<file path="config.mk">
export PLATFORM = sky130hd
export DESIGN_NAME = wb_subsystem_top
export DESIGN_NICKNAME = d
export VERILOG_FILES = /design/src/csr_pkg.sv /design/src/core_pkg.sv /design/src/wb_subsystem_top.sv /design/src/wb_stage.sv /design/src/csr_file.sv /design/src/reg_file.sv
export SDC_FILE = /design/constraint.sdc
export NUM_CORES = 2
export LEC_CHECK = 0
export ABC_AREA = 1
export BUFFER_PORTS_ARGS = -buffer_cell sky130_fd_sc_hd__buf_2
export CORE_MARGIN = 2
export CORE_UTILIZATION = 55
export CTS_CLUSTER_DIAMETER = 100
export DETAILED_ROUTE_END_ITERATION = 6
export MAX_ROUTING_LAYER = met4
export PLACE_DENSITY = 0.71
export SYNTH_ARGS = -nofsm -noshare
export SYNTH_HDL_FRONTEND = slang
export SYNTH_SLANG_ARGS = --single-unit
</file>
<file path="constraint.sdc">
create_clock -name clock -period 14.63 [get_ports clock]
set_input_delay 0.7315 -clock clock [delete_from_list [all_inputs] [get_ports clock]]
set_output_delay 0.7315 -clock clock [all_outputs]
set_load 0.01 [all_outputs]
</file>
<file path="src/csr_pkg.sv">
`default_nettype none

// machine CSR definitions
package csr_pkg;

    localparam int CSR_ADDR_W = 12;
    // CSR width, same as XLEN on RV32
    localparam int CSR_DATA_W = 32;

    typedef logic [CSR_ADDR_W-1:0] csr_addr_t;
    typedef logic [CSR_DATA_W-1:0] csr_data_t;

    // read-modify-write operation of a CSR instruction
    typedef enum logic [1:0] {
        CSR_NONE  = 2'd0,
        CSR_WRITE = 2'd1,
        CSR_SET   = 2'd2,
        CSR_CLEAR = 2'd3
    } csr_op_e;

    // supported machine CSRs
    localparam csr_addr_t CSR_MSTATUS  = 12'h300;
    localparam csr_addr_t CSR_MTVEC    = 12'h305;
    localparam csr_addr_t CSR_MSCRATCH = 12'h340;
    localparam csr_addr_t CSR_MEPC     = 12'h341;
    localparam csr_addr_t CSR_MCAUSE   = 12'h342;

    // request from the write-back stage to the CSR file
    typedef struct packed {
        logic      en;
        csr_op_e   op;
        csr_addr_t addr;
        csr_data_t src;
    } csr_req_t;

endpackage : csr_pkg

`default_nettype wire
</file>
<file path="src/core_pkg.sv">
`default_nettype none

// types shared by the pipeline stages of the core
// retire_rec_t carries CSR fields, so csr_pkg compiles first
package core_pkg;

    // data path width of RV32
    localparam int XLEN = 32;

    // general register file depth
    localparam int NUM_REGS = 32;

    // register index width follows from the depth
    localparam int REG_IDX_W = $clog2(NUM_REGS);

    // one data word, register or CSR value
    typedef logic [XLEN-1:0] xlen_t;

    // general register index
    typedef logic [REG_IDX_W-1:0] reg_idx_t;

    // one retiring instruction as handed over by the LSU
    typedef struct packed {
        // destination register write
        logic                 rd_we;
        reg_idx_t             rd_idx;
        // result computed upstream, unused for CSR instructions
        xlen_t                rd_data;
        // CSR access, CSR_NONE for plain instructions
        csr_pkg::csr_op_e     csr_op;
        csr_pkg::csr_addr_t   csr_addr;
        xlen_t                csr_src;
        // stops retirement until reset
        logic                 ebreak;
    } retire_rec_t;

endpackage : core_pkg

`default_nettype wire

</file>
<file path="src/wb_subsystem_top.sv">
`timescale 1ns/100ps
`default_nettype none

module wb_subsystem_top (
    input  wire                        clock,
    input  wire                        rst_n_i,
    // retiring instructions from the LSU
    input  wire                        lsu_valid_i,
    input  wire core_pkg::retire_rec_t lsu_rec_i,
    // debug read of the general registers
    input  wire core_pkg::reg_idx_t    dbg_raddr_i,
    output core_pkg::xlen_t            dbg_rdata_o,
    output logic                       retire_o,
    output logic                       halt_o
);

    // write-back stage to CSR file
    csr_pkg::csr_req_t  csr_req;
    core_pkg::xlen_t    csr_old;

    // write-back stage to register file
    logic               reg_we;
    core_pkg::reg_idx_t reg_idx;
    core_pkg::xlen_t    reg_data;

    wb_stage u_wb_stage (
        .clock       (clock),
        .rst_n_i     (rst_n_i),
        .lsu_valid_i (lsu_valid_i),
        .lsu_rec_i   (lsu_rec_i),
        .csr_old_i   (csr_old),
        .csr_req_o   (csr_req),
        .reg_we_o    (reg_we),
        .reg_idx_o   (reg_idx),
        .reg_data_o  (reg_data),
        .retire_o    (retire_o),
        .halt_o      (halt_o)
    );

    reg_file u_reg_file (
        .clock   (clock),
        .rst_n_i (rst_n_i),
        .we_i    (reg_we),
        .widx_i  (reg_idx),
        .wdata_i (reg_data),
        .raddr_i (dbg_raddr_i),
        .rdata_o (dbg_rdata_o)
    );

    csr_file u_csr_file (
        .clock   (clock),
        .rst_n_i (rst_n_i),
        .req_i   (csr_req),
        .old_o   (csr_old)
    );

endmodule : wb_subsystem_top

`default_nettype wire

</file>
<file path="src/wb_stage.sv">
`timescale 1ns/100ps
`default_nettype none

module wb_stage (
    input  wire                   clock,
    input  wire                   rst_n_i,
    // retiring instruction from the LSU, one-cycle strobe
    input  wire                   lsu_valid_i,
    input  wire core_pkg::retire_rec_t lsu_rec_i,
    // old value of the addressed CSR
    input  wire core_pkg::xlen_t  csr_old_i,
    output csr_pkg::csr_req_t     csr_req_o,
    // register file write port
    output logic                  reg_we_o,
    output core_pkg::reg_idx_t    reg_idx_o,
    output core_pkg::xlen_t       reg_data_o,
    output logic                  retire_o,
    output logic                  halt_o
);

    // write-back register
    logic                  valid_q;
    core_pkg::retire_rec_t rec_q;

    // sticky halt flag
    logic                  halt_q;

    logic                  ebreak_commit;
    logic                  accept;
    logic                  is_csr;

    // ebreak in its commit cycle
    assign ebreak_commit = valid_q && rec_q.ebreak;

    // halt is set at the end of the ebreak commit cycle, so a strobe in that
    // same cycle is already past the ebreak and gets dropped too
    assign accept = lsu_valid_i && !halt_q && !ebreak_commit;

    assign is_csr = (rec_q.csr_op != csr_pkg::CSR_NONE);

    always_ff @(posedge clock) begin
        if (!rst_n_i) begin
            valid_q <= 1'b0;
        end else begin
            valid_q <= accept;
        end
    end

    // payload only follows the strobe
    always_ff @(posedge clock) begin
        if (accept) begin
            rec_q <= lsu_rec_i;
        end
    end

    always_ff @(posedge clock) begin
        if (!rst_n_i) begin
            halt_q <= 1'b0;
        end else if (ebreak_commit) begin
            halt_q <= 1'b1;
        end
    end

    // CSR request, an ebreak record touches no CSR
    always_comb begin
        csr_req_o.en   = valid_q && is_csr && !rec_q.ebreak;
        csr_req_o.op   = rec_q.csr_op;
        csr_req_o.addr = rec_q.csr_addr;
        csr_req_o.src  = rec_q.csr_src;
    end

    // register write, CSR instructions return the old CSR value
    assign reg_we_o   = valid_q && rec_q.rd_we && !rec_q.ebreak;
    assign reg_idx_o  = rec_q.rd_idx;
    assign reg_data_o = is_csr ? csr_old_i : rec_q.rd_data;

    assign retire_o = valid_q;
    assign halt_o   = halt_q;

endmodule : wb_stage

`default_nettype wire

</file>
<file path="src/csr_file.sv">
`timescale 1ns/100ps
`default_nettype none

module csr_file (
    input  wire                     clock,
    input  wire                     rst_n_i,
    // request from the write-back stage
    input  wire csr_pkg::csr_req_t  req_i,
    // old value of the addressed CSR, zero if unknown
    output core_pkg::xlen_t         old_o
);

    // machine CSRs
    core_pkg::xlen_t mstatus_q;
    core_pkg::xlen_t mtvec_q;
    core_pkg::xlen_t mscratch_q;
    core_pkg::xlen_t mepc_q;
    core_pkg::xlen_t mcause_q;

    core_pkg::xlen_t old_val;
    core_pkg::xlen_t new_val;
    logic            known;
    logic            wr_en;

    // address decode and old-value read
    always_comb begin
        known   = 1'b1;
        old_val = '0;
        case (req_i.addr)
            csr_pkg::CSR_MSTATUS:  old_val = mstatus_q;
            csr_pkg::CSR_MTVEC:    old_val = mtvec_q;
            csr_pkg::CSR_MSCRATCH: old_val = mscratch_q;
            csr_pkg::CSR_MEPC:     old_val = mepc_q;
            csr_pkg::CSR_MCAUSE:   old_val = mcause_q;
            default: begin
                known   = 1'b0;
                old_val = '0;
            end
        endcase
    end

    // read-modify-write value
    always_comb begin
        case (req_i.op)
            csr_pkg::CSR_WRITE: new_val = req_i.src;
            csr_pkg::CSR_SET:   new_val = old_val | req_i.src;
            csr_pkg::CSR_CLEAR: new_val = old_val & ~req_i.src;
            default:            new_val = old_val;
        endcase
    end

    // unknown addresses take no write
    assign wr_en = req_i.en && known;

    always_ff @(posedge clock) begin
        if (!rst_n_i) begin
            mstatus_q  <= '0;
            mtvec_q    <= '0;
            mscratch_q <= '0;
            mepc_q     <= '0;
            mcause_q   <= '0;
        end else if (wr_en) begin
            case (req_i.addr)
                csr_pkg::CSR_MSTATUS:  mstatus_q  <= new_val;
                csr_pkg::CSR_MTVEC:    mtvec_q    <= new_val;
                csr_pkg::CSR_MSCRATCH: mscratch_q <= new_val;
                csr_pkg::CSR_MEPC:     mepc_q     <= new_val;
                csr_pkg::CSR_MCAUSE:   mcause_q   <= new_val;
                default: begin
                    mstatus_q <= mstatus_q;
                end
            endcase
        end
    end

    assign old_o = old_val;

endmodule : csr_file

`default_nettype wire

</file>
<file path="src/reg_file.sv">
`timescale 1ns/100ps
`default_nettype none

module reg_file (
    input  wire                  clock,
    input  wire                  rst_n_i,
    // write port, commits at the clock edge
    input  wire                  we_i,
    input  wire core_pkg::reg_idx_t widx_i,
    input  wire core_pkg::xlen_t wdata_i,
    // asynchronous read port
    input  wire core_pkg::reg_idx_t raddr_i,
    output core_pkg::xlen_t      rdata_o
);

    // x0 has no storage
    core_pkg::xlen_t regs_q [1:core_pkg::NUM_REGS-1];

    logic wr_en;

    // writes to x0 are dropped here
    assign wr_en = we_i && (widx_i != '0);

    always_ff @(posedge clock) begin
        if (!rst_n_i) begin
            for (int i = 1; i < core_pkg::NUM_REGS; i++) begin
                regs_q[i] <= '0;
            end
        end else if (wr_en) begin
            regs_q[widx_i] <= wdata_i;
        end
    end

    // no bypass, a same-cycle write shows up next cycle
    always_comb begin
        if (raddr_i == '0) begin
            rdata_o = '0;
        end else begin
            rdata_o = regs_q[raddr_i];
        end
    end

endmodule : reg_file

`default_nettype wire

</file>
==> metrics.yaml <==
slew-limit-headroom_pct: 17.92
drt_iter0_drc: 6892
reg2reg_slack_ns: 10.52
track_usage_pct: 32.56
min_delay_path_depth: 1
die_x_microns: 330
ys_top_cells_by_count: "1,647 x nor2_1, 1,109 x edfxtp_1, 940 x nand2_1"
port-buffer-count: 126
drt-total-wl_mm: 173.6
synth_area_per_cell_sq_um: 9.471
cts-resized-gates: 0
startpoint_type: "input port"
fin_ws_ns: 9.126
syn_area_sq_um: 58450
power_mw: 8.087
wl_per_cell_microns: 22.95
status: "finished, violations left"
fmax_ghz: 0.1817
setup-violations-final: 0
critPathMaxFanout: 189
worst_r2r_startpoint: "u_wb_stage.csr_req_o[43]"
synthAdderAreaFrac_pct: 0
synth-warning-count: 0
grt_pass1_vias: 42980
yosys.area_share.simple_pct: 21.51
grt_use_met2_pct: 50.50
core_area_sq_um: 105400
ctsHoldBuffers: 0
busiest_layer: "met2"
synthDominantCellAreaShare_pct: 56.97
route.detailed.drc: 7
synth_xor_area_share_pct: 0.01498
multi_input_area_sq_um: 17890
cp-startpoint: "dbg_raddr_i[0]"
worstSetupPathType: "in -> out"
cts_tree: "yes"
fp-row-count: 119
whs_endpoint: "u_wb_stage.rec_q[56]"
whs_ns: 0.1543
ys.flop_type: "edfxtp_1"
synth.mux.area_fraction_pct: 0
seq_area_frac_synth_pct: 62.52
pre_cts_slack_ns: 9.272
synthArstFlopShare_pct: 0
htree_levels: 4
cap_violations: 0
synth-edff-count: 1109
cts.sinks: 1271
synth-compound-area-share_pct: 8.748
dieArea_sq_um: 108900
setup_tns_ns: 0
final_layout_size_suffix_gt1_share_pct: 8.281
clockRootBuffer: "clkbuf_16"
placed_area_sq_um: 59240
path_clk_slew_ns: 0.06
synth_top_family_by_area: "simple AND/OR/NAND/NOR gates"
cts_buffer_depth: 3
arrival_ns: 4.77
dieHeight_microns: 330
hpwlAfterDp_mm: 91.22
place_congestion: 0.8603
via_count: 45410
insertion_delay_ns: 0.75
hp-class: "in -> reg"
area_delta_synth_final_pct: 8.834
via_per_inst: 6.004
final_area_sq_um: 63620
layoutNonFillerInstCount: 7564
first_pass_iters: 7
ff_latch_area_sq_um: 36550
grt_pass1_wl_mm: 258.8
synth_largest_area_cell: "edfxtp_1"
hold_start: "lsu_rec_i[56]"
rsz0062_at_grt: "no"
yosysMostFrequentCell: "nor2_1"
cp-end-kind: "output pin"
nFillCells: 8708
nNetsFinal: 6156
ys_types: 38
io_pins: 127
worstMarginPinSlew_ns: 1.231
power_density_nw_per_um2: 127.1
r2r_cells: 12
power_leakage_nw: 24.03
ys_ff_latch: 1271
skew_ns: 0.03243
initial_core_util_pct: 55.45
place_inst: 7317
cts_buffers: 135
grt-ovfl-total: 0
violations: "design-rule violations"
r2r-end: "u_csr_file.mstatus_q[31]"
fin_util_pct: 60.35
critPathRequiredTime_ns: 13.90
grt_max_degree: 198
use_met1_pct: 42.53
ant_nets: 0
max-vdd-ir-drop_mv: 0.1020
gr-usage-met3_pct: 6.420
final.period_utilization_pct: 37.62
grt_antenna_before_repair: 2
postCtsSetupBuffers: 0
hold_violations: 0
fin_crit_ns: 5.504
syn-instance-count: 6172
yosys-top-cells-area: "edfxtp_1 57%, nor2_1 11%, nand2_1 6.0%"
slew_violations: 0
## registers in the layout, summed over array words and instances, names as in the netlist
name / cells
u_wb_stage.halt_o: 1
u_csr_file.mstatus_q: 32
u_csr_file.mcause_q: 32
u_reg_file.regs_q: 1024
u_wb_stage.csr_req_o: 46
u_wb_stage.reg_idx_o: 5
u_csr_file.mscratch_q: 32
u_wb_stage.retire_o: 1
u_csr_file.mtvec_q: 32
u_csr_file.mepc_q: 32
u_wb_stage.rec_q: 34
## routing by layer
layer / wire length (microns) / up-vias
met3: 21460 / 423
li1: - / 20330
met5: 0 / -
met1: 65110 / 21600
met4: 6354 / 0
met2: 80690 / 3054
## worst max-delay path by stage
stage	end	slack, ns	depth (start not counted)
floorplan	u_wb_stage.csr_req_o[0]	7.49	2
global placement	dbg_rdata_o[23]	9.33	13
detailed placement	dbg_rdata_o[27]	9.27	13
CTS	dbg_rdata_o[4]	9.26	11
global route	dbg_rdata_o[27]	8.92	13
finish	dbg_rdata_o[4]	9.13	11
## logic make-up after synthesis
| kind of cell | count (synthesis) |
|---|---|
| AOI/OAI and AO/OA | 838 |
| xor gates and xnor gates | 1 |
| buffers and inverters | 924 |
| DFF | 1271 |
| other | 1 |
| and+or+nand+nor | 3137 |
## cell usage in the layout (no fill, tap or decap), drive strengths merged
| master | count |
|---|---|
| a21oi | 319 |
| buf | 231 |
| bufinv | 13 |
| clkbuf | 181 |
| clkinv | 45 |
| clkinvlp | 2 |
| conb | 32 |
| dfxtp | 162 |
| diode | 2 |
| edfxtp | 1109 |
| inv | 420 |
| nand2 | 942 |
| nand3 | 515 |
| nand3b | 1 |
| nand4 | 6 |
| nor2 | 1659 |
| nor3 | 12 |
| nor4 | 1 |
| o211ai | 29 |
| o21ai | 327 |
| o221ai | 93 |
| o22ai | 6 |
| o31ai | 64 |
| or2 | 1 |
| xor2 | 1 |
## critical path, cell delays in order
cell	delay, ns
buf_8	0.22
inv_8	0.65
buf_12	0.67
buf_4	0.83
o21ai_0	0.23
o221ai_1	0.25
nand3_1	0.16
nand2_1	0.14
nor2_1	0.06
nor2_1	0.33
buf_2	0.21
## area by class of cell
| class | count | area share (%) |
|---|---|---|
| clock inverter | 64 | 1.074 |
| tap | 1391 | 2.736 |
| sequential | 1271 | 57.45 |
| timing repair buffer | 231 | 2.325 |
| clock buffer | 181 | 5.798 |
| inverter | 416 | 2.494 |
| multi-input combinational | 4008 | 28.12 |
| antenna | 2 | 0.007867 |
## report_power, final
group / internal, mW / leakage (nW) / switching, mW
registers: 4.05 / 12.7 / 0.0362
clock network: 2.00 / 2.13 / 1.42
logic: 0.127 / 9.22 / 0.448
total: 6.18 / 24.0 / 1.90
(Power assumes the default switching activity.)
